<file path="config.mk">
export PLATFORM = sky130hd
export DESIGN_NAME = fm_regs_top
export DESIGN_NICKNAME = d
export VERILOG_FILES = /design/src/design/fm_regs_pkg.sv /design/src/design/fm_param_store.sv /design/src/design/fm_reg_decode.sv /design/src/design/fm_regs_top.sv /design/src/design/fm_slot_exec.sv /design/src/design/fm_slot_result.sv
export SDC_FILE = /design/constraint.sdc
export NUM_CORES = 2
export LEC_CHECK = 0
export BUFFER_PORTS_ARGS = -buffer_cell sky130_fd_sc_hd__buf_2
export CAP_MARGIN = 20
export CORE_UTILIZATION = 63
export DETAILED_ROUTE_END_ITERATION = 7
export PLACE_DENSITY = 0.82
export SETUP_SLACK_MARGIN = 0.02
export SYNTH_ARGS = -nofsm -noshare
export SYNTH_HDL_FRONTEND = slang
export SYNTH_SLANG_ARGS = --single-unit
</file>
<file path="constraint.sdc">
create_clock -name clk -period 56.4 [get_ports clk]
set_input_delay 2.82 -clock clk [delete_from_list [all_inputs] [get_ports clk]]
set_output_delay 2.82 -clock clk [all_outputs]
set_load 0.005 [all_outputs]
</file>
<file path="src/design/fm_regs_pkg.sv">
/*
 * FM synthesizer register subsystem package
 * Register kinds, operator and channel parameter records, write requests
 * and the per-slot result layout shared by all blocks
 */
`default_nettype none

package fm_regs_pkg;

    localparam int num_slots    = 32;
    localparam int num_channels = 8;

    // Write targets decoded from the register address
    typedef enum logic [3:0] {
        rk_none,
        rk_key_on,
        rk_ch_rl_fb_con,
        rk_ch_kc,
        rk_ch_kf,
        rk_ch_pms_ams,
        rk_op_dt1_mul,
        rk_op_tl,
        rk_op_ks_ar,
        rk_op_amsen_d1r,
        rk_op_dt2_d2r,
        rk_op_d1l_rr
    } reg_kind_t;

    typedef struct packed {
        reg_kind_t   kind;
        logic [4:0]  index;     // Slot, or channel in bits 2:0
        logic [7:0]  data;
    } wr_req_t;

    typedef struct packed {
        logic [2:0]  dt1;
        logic [3:0]  mul;
        logic [6:0]  tl;
        logic [1:0]  ks;
        logic [4:0]  ar;
        logic        amsen;
        logic [4:0]  d1r;
        logic [1:0]  dt2;
        logic [4:0]  d2r;
        logic [3:0]  d1l;
        logic [3:0]  rr;
    } op_params_t;

    typedef struct packed {
        logic [1:0]  rl;
        logic [2:0]  fb;
        logic [2:0]  con;       // Algorithm
        logic [6:0]  kc;
        logic [5:0]  kf;
        logic [2:0]  pms;
        logic [1:0]  ams;
    } ch_params_t;

    typedef struct packed {
        logic [3:0]  mod_src;   // C2, C1, M2, M1 from msb
        logic        carrier;
    } route_t;

    typedef struct packed {
        logic [4:0]  slot;
        logic        zero;
        logic        half;
        logic [3:0]  op_pos;    // One-hot of slot bits 4:3
        logic        key_on;
        op_params_t  op;
        ch_params_t  ch;
        route_t      route;
    } slot_out_t;

endpackage

`default_nettype wire

</file>
<file path="src/design/fm_param_store.sv">
/*
 * Parameter store
 * Register array of any entry type, one registered read port
 * and one write port, cleared by reset
 */
`timescale 1ns/1ps
`default_nettype none

module fm_param_store #(
    parameter type entry_t = logic [7:0],
    parameter int  depth   = 32
) (
    input  wire                     clk,
    input  wire                     rst,
    input  wire [$clog2(depth)-1:0] rd_index,
    input  wire                     wr_en,
    input  wire [$clog2(depth)-1:0] wr_index,
    input  wire entry_t             wr_data,
    output entry_t                  rd_data
);

    entry_t mem [depth];

    always_ff @(posedge clk or posedge rst) begin
        if (rst) begin
            for (int i = 0; i < depth; i++) begin
                mem[i] <= '0;
            end
            rd_data <= '0;
        end else begin
            if (wr_en) begin
                mem[wr_index] <= wr_data;
            end
            rd_data <= mem[rd_index];   // Ready one cycle later
        end
    end

endmodule

`default_nettype wire

</file>
<file path="src/design/fm_reg_decode.sv">
/*
 * Register decode
 * Wishbone classic slave, turns register writes into slot-targeted
 * requests and acknowledges once the commit is reported
 */
`timescale 1ns/1ps
`default_nettype none

module fm_reg_decode (
    input  wire                   clk,
    input  wire                   rst,
    input  wire                   wb_cyc,
    input  wire                   wb_stb,
    input  wire                   wb_we,
    input  wire [7:0]             wb_adr,
    input  wire [7:0]             wb_dat_i,
    input  wire                   wr_done,
    input  wire [4:0]             cur_slot,
    output logic                  wb_ack,
    output logic [7:0]            wb_dat_o,
    output logic                  wr_valid,
    output fm_regs_pkg::wr_req_t  wr_req
);
    import fm_regs_pkg::*;

    wr_req_t dec_req;
    logic    accept;

    function automatic wr_req_t decode_addr(input logic [7:0] adr, input logic [7:0] dat);
        wr_req_t req;
        req.kind  = rk_none;
        req.index = adr[4:0];
        req.data  = dat;
        case (adr[7:5])
            3'd0: begin
                if (adr == 8'h08) begin
                    req.kind  = rk_key_on;
                    req.index = {2'b00, dat[2:0]};  // Channel comes from the data byte
                end
            end
            3'd1: begin
                req.index = {2'b00, adr[2:0]};
                case (adr[4:3])
                    2'd0:    req.kind = rk_ch_rl_fb_con;
                    2'd1:    req.kind = rk_ch_kc;
                    2'd2:    req.kind = rk_ch_kf;
                    default: req.kind = rk_ch_pms_ams;
                endcase
            end
            3'd2:    req.kind = rk_op_dt1_mul;
            3'd3:    req.kind = rk_op_tl;
            3'd4:    req.kind = rk_op_ks_ar;
            3'd5:    req.kind = rk_op_amsen_d1r;
            3'd6:    req.kind = rk_op_dt2_d2r;
            default: req.kind = rk_op_d1l_rr;
        endcase
        return req;
    endfunction

    assign dec_req = decode_addr(wb_adr, wb_dat_i);
    assign accept  = wb_cyc && wb_stb && !wr_valid && !wb_ack; // Idle and not in ack cycle

    always_ff @(posedge clk or posedge rst) begin
        if (rst) begin
            wb_ack   <= 1'b0;
            wr_valid <= 1'b0;
        end else begin
            wb_ack <= 1'b0;
            if (wr_valid) begin
                if (wr_done) begin
                    wr_valid <= 1'b0;
                    wb_ack   <= 1'b1;
                end
            end else if (accept) begin
                if (wb_we && dec_req.kind != rk_none) begin
                    wr_valid <= 1'b1;
                end else begin
                    wb_ack <= 1'b1;             // Read or unmapped write
                end
            end
        end
    end

    // Request and read data only change on acceptance
    always_ff @(posedge clk) begin
        if (accept) begin
            wr_req <= dec_req;
            if (!wb_we) begin
                wb_dat_o <= {3'b000, cur_slot};
            end
        end
    end

endmodule

`default_nettype wire

</file>
<file path="src/design/fm_regs_top.sv">
/*
 * FM register subsystem top level
 * Wishbone register port, slot sequencer and per-slot result output
 */
`timescale 1ns/1ps
`default_nettype none

module fm_regs_top (
    input  wire                     clk,
    input  wire                     rst,
    input  wire                     wb_cyc,
    input  wire                     wb_stb,
    input  wire                     wb_we,
    input  wire [7:0]               wb_adr,
    input  wire [7:0]               wb_dat_i,
    output wire                     wb_ack,
    output wire [7:0]               wb_dat_o,
    output wire fm_regs_pkg::slot_out_t slot_out
);
    import fm_regs_pkg::*;

    wr_req_t    wr_req;
    logic       wr_valid;
    logic       wr_done;
    logic [4:0] cur_slot;
    logic       slot_key_on;
    op_params_t slot_op;
    ch_params_t slot_ch;

    fm_reg_decode u_decode (
        .clk      (clk),
        .rst      (rst),
        .wb_cyc   (wb_cyc),
        .wb_stb   (wb_stb),
        .wb_we    (wb_we),
        .wb_adr   (wb_adr),
        .wb_dat_i (wb_dat_i),
        .wr_done  (wr_done),
        .cur_slot (cur_slot),
        .wb_ack   (wb_ack),
        .wb_dat_o (wb_dat_o),
        .wr_valid (wr_valid),
        .wr_req   (wr_req)
    );

    fm_slot_exec u_exec (
        .clk         (clk),
        .rst         (rst),
        .wr_valid    (wr_valid),
        .wr_req      (wr_req),
        .wr_done     (wr_done),
        .cur_slot    (cur_slot),
        .slot_key_on (slot_key_on),
        .slot_op     (slot_op),
        .slot_ch     (slot_ch)
    );

    fm_slot_result u_result (
        .clk         (clk),
        .rst         (rst),
        .cur_slot    (cur_slot),
        .slot_key_on (slot_key_on),
        .slot_op     (slot_op),
        .slot_ch     (slot_ch),
        .slot_out    (slot_out)
    );

endmodule

`default_nettype wire

</file>
<file path="src/design/fm_slot_exec.sv">
/*
 * Slot sequencer and commit stage
 * Walks the 32 operator slots and merges pending register bytes
 * into the stores when the counter reaches the targeted slot or channel
 */
`timescale 1ns/1ps
`default_nettype none

module fm_slot_exec (
    input  wire                      clk,
    input  wire                      rst,
    input  wire                      wr_valid,
    input  wire fm_regs_pkg::wr_req_t wr_req,
    output logic                     wr_done,
    output logic [4:0]               cur_slot,
    output logic                     slot_key_on,
    output fm_regs_pkg::op_params_t  slot_op,
    output fm_regs_pkg::ch_params_t  slot_ch
);
    import fm_regs_pkg::*;

    logic [4:0]           next_slot;
    logic [num_slots-1:0] key_on_bits;    // Indexed by slot number
    logic                 is_op_kind;
    logic                 is_ch_kind;
    logic                 hit;
    logic                 op_wr_en;
    logic                 ch_wr_en;
    logic                 key_wr_en;
    op_params_t           op_merged;
    ch_params_t           ch_merged;

    assign next_slot = cur_slot + 5'd1;

    always_ff @(posedge clk or posedge rst) begin
        if (rst) begin
            cur_slot <= 5'd0;
        end else begin
            cur_slot <= next_slot;          // Wraps at 31
        end
    end

    always_comb begin
        is_op_kind = wr_req.kind inside {rk_op_dt1_mul, rk_op_tl, rk_op_ks_ar,
                                         rk_op_amsen_d1r, rk_op_dt2_d2r, rk_op_d1l_rr};
        is_ch_kind = wr_req.kind inside {rk_ch_rl_fb_con, rk_ch_kc, rk_ch_kf,
                                         rk_ch_pms_ams};
        // Channel and key-on requests match on any operator of the channel
        if (is_op_kind) begin
            hit = cur_slot == wr_req.index;
        end else begin
            hit = cur_slot[2:0] == wr_req.index[2:0];
        end
        wr_done   = wr_valid && hit && wr_req.kind != rk_none;
        op_wr_en  = wr_done && is_op_kind;
        ch_wr_en  = wr_done && is_ch_kind;
        key_wr_en = wr_done && wr_req.kind == rk_key_on;
    end

    // Byte merge into the entry read for the current slot
    always_comb begin
        op_merged = slot_op;
        case (wr_req.kind)
            rk_op_dt1_mul: begin
                op_merged.dt1 = wr_req.data[6:4];
                op_merged.mul = wr_req.data[3:0];
            end
            rk_op_tl: op_merged.tl = wr_req.data[6:0];
            rk_op_ks_ar: begin
                op_merged.ks = wr_req.data[7:6];
                op_merged.ar = wr_req.data[4:0];
            end
            rk_op_amsen_d1r: begin
                op_merged.amsen = wr_req.data[7];
                op_merged.d1r   = wr_req.data[4:0];
            end
            rk_op_dt2_d2r: begin
                op_merged.dt2 = wr_req.data[7:6];
                op_merged.d2r = wr_req.data[4:0];
            end
            rk_op_d1l_rr: begin
                op_merged.d1l = wr_req.data[7:4];
                op_merged.rr  = wr_req.data[3:0];
            end
            default: ;
        endcase
    end

    always_comb begin
        ch_merged = slot_ch;
        case (wr_req.kind)
            rk_ch_rl_fb_con: begin
                ch_merged.rl  = wr_req.data[7:6];
                ch_merged.fb  = wr_req.data[5:3];
                ch_merged.con = wr_req.data[2:0];
            end
            rk_ch_kc: ch_merged.kc = wr_req.data[6:0];
            rk_ch_kf: ch_merged.kf = wr_req.data[7:2];
            rk_ch_pms_ams: begin
                ch_merged.pms = wr_req.data[6:4];
                ch_merged.ams = wr_req.data[1:0];
            end
            default: ;
        endcase
    end

    // Data bits 6:3 are C2, M2, C1, M1
    always_ff @(posedge clk or posedge rst) begin
        if (rst) begin
            key_on_bits <= '0;
        end else if (key_wr_en) begin
            key_on_bits[{2'd0, cur_slot[2:0]}] <= wr_req.data[3];  // M1
            key_on_bits[{2'd1, cur_slot[2:0]}] <= wr_req.data[5];  // M2
            key_on_bits[{2'd2, cur_slot[2:0]}] <= wr_req.data[4];  // C1
            key_on_bits[{2'd3, cur_slot[2:0]}] <= wr_req.data[6];  // C2
        end
    end

    assign slot_key_on = key_on_bits[cur_slot];

    // Read ahead at the next slot, write back at the current one
    fm_param_store #(
        .entry_t (op_params_t),
        .depth   (num_slots)
    ) u_op_store (
        .clk      (clk),
        .rst      (rst),
        .rd_index (next_slot),
        .wr_en    (op_wr_en),
        .wr_index (cur_slot),
        .wr_data  (op_merged),
        .rd_data  (slot_op)
    );

    fm_param_store #(
        .entry_t (ch_params_t),
        .depth   (num_channels)
    ) u_ch_store (
        .clk      (clk),
        .rst      (rst),
        .rd_index (next_slot[2:0]),
        .wr_en    (ch_wr_en),
        .wr_index (cur_slot[2:0]),
        .wr_data  (ch_merged),
        .rd_data  (slot_ch)
    );

endmodule

`default_nettype wire

</file>
<file path="src/design/fm_slot_result.sv">
/*
 * Slot result stage
 * Registers one slot's parameters with its position flags and
 * the modulation routing implied by the channel algorithm
 */
`timescale 1ns/1ps
`default_nettype none

module fm_slot_result (
    input  wire                       clk,
    input  wire                       rst,
    input  wire [4:0]                 cur_slot,
    input  wire                       slot_key_on,
    input  wire fm_regs_pkg::op_params_t slot_op,
    input  wire fm_regs_pkg::ch_params_t slot_ch,
    output fm_regs_pkg::slot_out_t    slot_out
);
    import fm_regs_pkg::*;

    logic [1:0] op_sel;     // 0 M1, 1 M2, 2 C1, 3 C2
    route_t     cur_route;

    // Per algorithm, modulator masks packed as {C2, C1, M2, M1}
    function automatic route_t alg_route(input logic [2:0] con, input logic [1:0] pos);
        logic [15:0] mods;
        logic [3:0]  cars;
        route_t      r;
        case (con)
            3'd0: begin
                mods = 16'b0010_0001_0100_0000;
                cars = 4'b1000;
            end
            3'd1: begin
                mods = 16'b0010_0000_0101_0000;
                cars = 4'b1000;
            end
            3'd2: begin
                mods = 16'b0011_0000_0100_0000;
                cars = 4'b1000;
            end
            3'd3: begin
                mods = 16'b0110_0001_0000_0000;
                cars = 4'b1000;
            end
            3'd4: begin
                mods = 16'b0010_0001_0000_0000;
                cars = 4'b1100;
            end
            3'd5: begin
                mods = 16'b0001_0001_0001_0000;  // M1 feeds all others
                cars = 4'b1110;
            end
            3'd6: begin
                mods = 16'b0000_0001_0000_0000;
                cars = 4'b1110;
            end
            default: begin
                mods = 16'b0;
                cars = 4'b1111;
            end
        endcase
        r.mod_src = mods[{pos, 2'b00} +: 4];
        r.carrier = cars[pos];
        return r;
    endfunction

    assign op_sel    = cur_slot[4:3];
    assign cur_route = alg_route(slot_ch.con, op_sel);

    always_ff @(posedge clk or posedge rst) begin
        if (rst) begin
            slot_out <= '0;
        end else begin
            slot_out.slot   <= cur_slot;
            slot_out.zero   <= cur_slot == 5'd0;
            slot_out.half   <= cur_slot[3:0] == 4'd0;  // Slots 0 and 16
            slot_out.op_pos <= 4'b0001 << op_sel;
            slot_out.key_on <= slot_key_on;
            slot_out.op     <= slot_op;
            slot_out.ch     <= slot_ch;
            slot_out.route  <= cur_route;
        end
    end

endmodule

`default_nettype wire

</file>
* Word level (Yosys, flattened, before mapping)
Index checks and enable logic that the tools add are counted.
Word-level totals: memories 0, bits in read-only memories 0, register bits after elaboration 1766, bits in latches 0, bits in writable memories 0, word-level logic and storage cells 593
Operators by class: shift operators 2, add/sub/neg operators 1, bitwise operators 5, mux-type cells 53, multiply operators 0, magnitude comparators 16, div/mod/pow operators 0, eq/ne operators 28, reduce and logical (&&, ||, !) cells 29
Operators with widths (count):
- bitwise mux 1344 bit | 1
- binary-select mux 42 bit (select 5 bit) | 1
- demux 42 bit (select 5 bit) | 1
- bitwise mux 208 bit | 1
- bitwise mux 32 bit | 4
- two-way mux 42 bit | 3
- case mux 15 bit (7 select lines) | 1
- binary-select mux 26 bit (select 3 bit) | 1
- demux 26 bit (select 3 bit) | 1
- two-way mux 26 bit | 3
- two-way mux 7 bit | 5
- case mux 4 bit (7 select lines) | 1
- == test 3 bit, second input constant | 6
- < comparator 5 x 6 -> 1 bit, second input constant | 3
- two-way mux 6 bit | 3
- case mux 3 bit (3 select lines) | 2
- == test 4 x 3 -> 1 bit, second input constant | 4
- == test 4 bit, second input constant | 4
- two-way mux 8 bit | 2
- indexed part select 16 x 5 -> 4 bit | 1
- logical AND 1 bit | 15
- two-way mux 1 bit | 15
- demux 1 bit (select 3 bit) | 4
- == test 3 x 2 -> 1 bit, second input constant | 4
- other kinds (37) | 48

* Depth between registers and ports, before layout
depth in word-level cells 8, gate-level depth with buffers 10, depth with buffers taken out 6

* Hierarchy
A second synthesis with hierarchy kept.
Unflattened totals: cells, all modules 5538, area, all modules 79094.6 µm²
By module, submodules not included:
- fm_param_store at u_exec.u_op_store | cells an instance 4563, instances 1, area each 63019.2 µm²
- fm_param_store at u_exec.u_ch_store | cells an instance 567, instances 1, area each 10037.1 µm²
- fm_slot_exec | cells an instance 239, instances 1, area each 2837.7 µm²
- fm_slot_result | cells an instance 111, instances 1, area each 2270.9 µm²
- fm_reg_decode | cells an instance 58, instances 1, area each 929.6 µm²

* Worst setup path before layout
Ideal clock, no wire load.
kind input to register, from input wb_adr[1], to register u_decode.wb_ack, buffers on the path 0, setup slack 52534 ps, arrival time 3747 ps, stages 4, path through nor4b_1 nor2b_1 o41ai_1 a21bo_2
Between the ends: cells in the longest elaborated chain, start to end 8
RTL lines:
- from (decl) | line fm_regs_top.sv:14 | input wire [7:0] wb_adr,
- == test 8 x 4 -> 1 bit | line fm_reg_decode.sv:36 | if (adr == 8'h08) begin
- two-way mux 6 bit | line fm_reg_decode.sv:36
- case mux 4 bit (7 select lines) | line fm_reg_decode.sv:34 | case (adr[7:5])
- nonzero test 4 bit | line fm_reg_decode.sv:75 | if (wb_we && dec_req.kind != rk_none) begin
- logical AND 1 bit | line fm_reg_decode.sv:75
- two-way mux 1 bit | line fm_reg_decode.sv:75
- two-way mux 1 bit | line fm_reg_decode.sv:74 | end else if (accept) begin
- two-way mux 1 bit | line fm_reg_decode.sv:69 | if (wr_valid) begin
- to (signal assigned) | line fm_reg_decode.sv:68 | wb_ack <= 1'b0;
- to (signal assigned) | line fm_reg_decode.sv:72 | wb_ack <= 1'b1;
- to (signal assigned) | line fm_reg_decode.sv:78 | wb_ack <= 1'b1;
- to (decl) | line fm_reg_decode.sv:19 | output logic wb_ack,
Every way passes these cells. A chain may end at the register's enable or synchronous reset.

==> results.md <==
- Min-delay worst type: flop to flop
- Largest family of logic cells by synthesized area: multiplexers
- Max Clock Freq: 119.3 MHz
- Setup ws final: 48020 ps
- Switching Share: 21.33%
- Post-layout min period: 8383 ps
- Status: complete, no violations
- Slew Limit Headroom: 18.53%
- Cell area after layout: 85990 µm²
- Clk Latency, worst-skew pair: 810 ps
- Pwr Total: 2515 µW
- Cells after Synth: 4817
- CTS Hold Bufs: 0
- Share of cells above drive strength 1: 39.57%
- CTS Buffer Depth: 3
- Drt first pass iters: 7
- Clk network pwr share: 47.0%
- Worst path cell trace: buf_2 > inv_8 > buf_4 > buf_4 > buf_4 > buf_4 > buf_4 > buf_4 > buf_4
- Core area: 124000 µm²
- Postcts setup bufs: 0
- Final WL: 192.1 mm
- Internal power: 1978 µW
- Adder-Cell Fraction of Synth Area: 0.06337%
- Reg power frac: 50.8%
- Unique cell type count in the Yosys netlist: 66
- Clock root buffer: clkbuf_16
- Die height: 356.1 µm
- Crit path DAT: 9220 ps
- Nets@finish: 4778
- Combinational cell fraction of total power: 2.3%
- Yosys top cell by area: dfrtp_1
- Vias after detailed routing: 43443
- CTS buffer count: 174
- Leak Pwr: 0.04366 µW
- Seq cells post-synth: 1765
- H-tree lvl count: 4
- Met2 Use GR: 50.43%
- Peak supply drop: 0.03564 mV
- Top FF cell, synth: dfrtp_1
- I/O Buffers: 110
- Remaining DRCs: 0
- Post-CTS sizing: 0
- Reg2reg setup slack: 50440 ps
- Yosys top cell area share: 55.23%
- Top delay family on crit path: buffers and inverters
- Number of global-route vias before repair: 46120
- Met1 Use GR: 42.93%
- Critical path class: primary input to async pin
- Initial antenna violation count: 5
- Setup crit end kind: async pin
- Post-synthesis mux area share: 36.93%
- WL/cell: 29.43 µm
- Sequential area share after synthesis: 56.06%
- Starting DRT DRC Count: 3794
- CP dominant cell by count: buf_4
- Clock sink count: 1765
- Die Area: 126800 µm²
- Setup crit start kind: primary input
- FF/Latch Area: 44280 µm²
- Placed wire-length estimate: 96.96 mm
- Syn Area/Cell: 16.40 µm²
- Slowest CP cell: buf_4
- Slowest cell delay on critical path: 860 ps
- Yosys warns: 0
- Initial Util: 63.71%
- Post-synthesis compound-gate area fraction: 1.773%
- Top cells by area, synth: dfrtp_1, mux2_2, mux4_2
- Max FO, Critical Path: 116
- Gr busiest metal: met2
- Placed Area: 80110 µm²
- Pwr per Cell Area: 29.25 nW/µm²
- Multi-input logic area: 32370 µm²
- Final Skew: 26.41 ps
- Post-synth EDFFs: 22
- Total congestion overflow: 0
- Row count: 129
- Area Overhead vs Synth: 8.875%
- Worst Max-Slew Pin Slew: 1217 ps
- XOR/XNOR share of the synthesized area: 0.1220%
- CTS tree: built
- Io pins: 115
- RSZ-0062 raised after global routing: false
- # fillers: 7894
- Mapped Area: 78980 µm²
- Max_cap viols: 0
- Fin crit share: 14.86%
- Remaining antenna violation count after routing: 0
- CP Buf/Inv Count: 9
- Synth Area in Simple Gates: 1.953%
- Clk slew on worst S/H paths: 60 ps
- Final setup viols: 0
- Max-slew violations: 0
- Die W: 356.1 µm
- Gp weighted congestion: 0.7696
- GRT Overall Usage: 31.35%
- Final core utilization: 69.37%
- Final hold vios: 0
- Worst EP required: 57240 ps
- DR vias/cell: 6.656
- Worst slack at placement: 46960 ps
- Largest net degree at the start of global routing: 189
- Global-route wire length before repair: 294.4 mm
- FFs w/ async S/R, synth: 98.75%
- Met3 global-route usage: 5.388%
- Setup tns final: 0 ps
- Psw: 536.5 µW
==> through the flow <==
step,std cells,hold WS (ps)
floorplan,4820,348.6
CTS,6522,370.9
global placement,6212,352.9
global route,6524,381.9
detailed placement,6212,358.3
finish,6527,374.5
==> placed cells by master (no fill, tap or decap), drive strengths merged, types with 8 or more instances in the layout <==
master,synthesis,routed
a2111oi,42,42
nor4,11,11
clkinv,1,32
bufinv,0,13
dfrtp,1743,1743
mux2,1764,1764
inv,7,11
nand2,8,8
buf,255,212
nor2b,47,47
nor3,11,11
a21oi,90,90
nand4,35,35
a211oi,43,43
nor2,15,15
mux4,392,392
edfxtp,22,22
clkbuf,200,260
mux2i,47,47
==> logic make-up (layout without fill, tap and decap cells) <==
kind of cell	Yosys count	in the layout
other	1	7
AND/OR/NAND/NOR	162	162
buffers and inverters	463	530
AO/OA/AOI/OAI	208	208
XOR/XNOR	11	11
multiplexers	2203	2203
flip-flops	1765	1765
adder cells (fa/ha/maj)	4	4
==> registers in the layout, indices dropped and copies added (netlist names) <==
| register | flops |
|---|---|
| u_decode.wb_dat_o | 5 |
| u_exec.u_op_store.mem | 1344 |
| u_decode.wr_valid | 1 |
| u_exec.u_ch_store.rd_data | 26 |
| u_decode.wb_ack | 1 |
| u_result.slot_out | 84 |
| u_decode.wr_req | 17 |
| u_exec.key_on_bits | 32 |
| u_exec.cur_slot | 5 |
| u_exec.u_op_store.rd_data | 42 |
| u_exec.u_ch_store.mem | 208 |
==> layer usage <==
| metal | vias up | share of wire [%] |
|---|---|---|
| li1 | 17838 | - |
| met1 | 23849 | 41 |
| met2 | 1349 | 49 |
| met3 | 403 | 5.7 |
| met4 | 4 | 4.0 |
| met5 | - | 0.018 |
==> path summary, 6_finish.rpt <==
path,from,end,cells after the start
hold / removal,u_exec.u_ch_store.rd_data[13],u_result.slot_out[18],0
min in group asynchronous,rst,u_exec.u_op_store.mem[970],2
setup reg to reg,u_exec.cur_slot[0],u_exec.u_op_store.rd_data[4],9
setup / recovery,rst,u_result.slot_out[17],9
max in group clk,u_exec.cur_slot[0],u_exec.u_op_store.rd_data[4],9
hold reg to reg,u_exec.u_ch_store.rd_data[13],u_result.slot_out[18],0
==> power groups by stage <==
stage / logic, µW / registers [µW] / clock network, µW
finish: 57.5 / 1280 / 1180
global route: 64.0 / 1280 / 1250
CTS: 58.1 / 1280 / 1190
detailed placement: 57.9 / 1300 / 0
global placement: 56.8 / 1300 / 0
floorplan: 38.8 / 1300 / 0
==> cell usage after synthesis (3+ instances only) <==
library cell	n
or4_1	3
mux4_2	392
xor2_1	5
o211ai_1	3
and3_1	4
edfxtp_1	22
nor2_1	15
nand4_1	5
nor4_4	6
xnor2_1	6
a31oi_1	4
a31o_2	3
a2111oi_0	42
nor3_2	6
mux2i_1	47
buf_6	35
mux2_2	993
buf_2	128
a21oi_1	90
mux2_1	771
nor2b_1	47
o21ai_0	6
ha_1	4
nor4_1	4
clkbuf_1	199
nand4_4	30
a211oi_1	42
nand2b_1	7
dfrtp_1	1743
nand3_1	6
buf_1	17
nor3_1	5
inv_1	5
nand2_1	8
buf_4	75
==> area by class of cell <==
cell class	count	share of cell area, %
antenna	3	0.008731
tap	1637	2.382
sequential	1765	51.50
clock inverter	50	0.7188
timing repair buffer	212	1.650
multi-input combinational	2592	37.65
inverter	8	0.04365
clock buffer	260	6.052
Power figures use the tool's default switching activity.
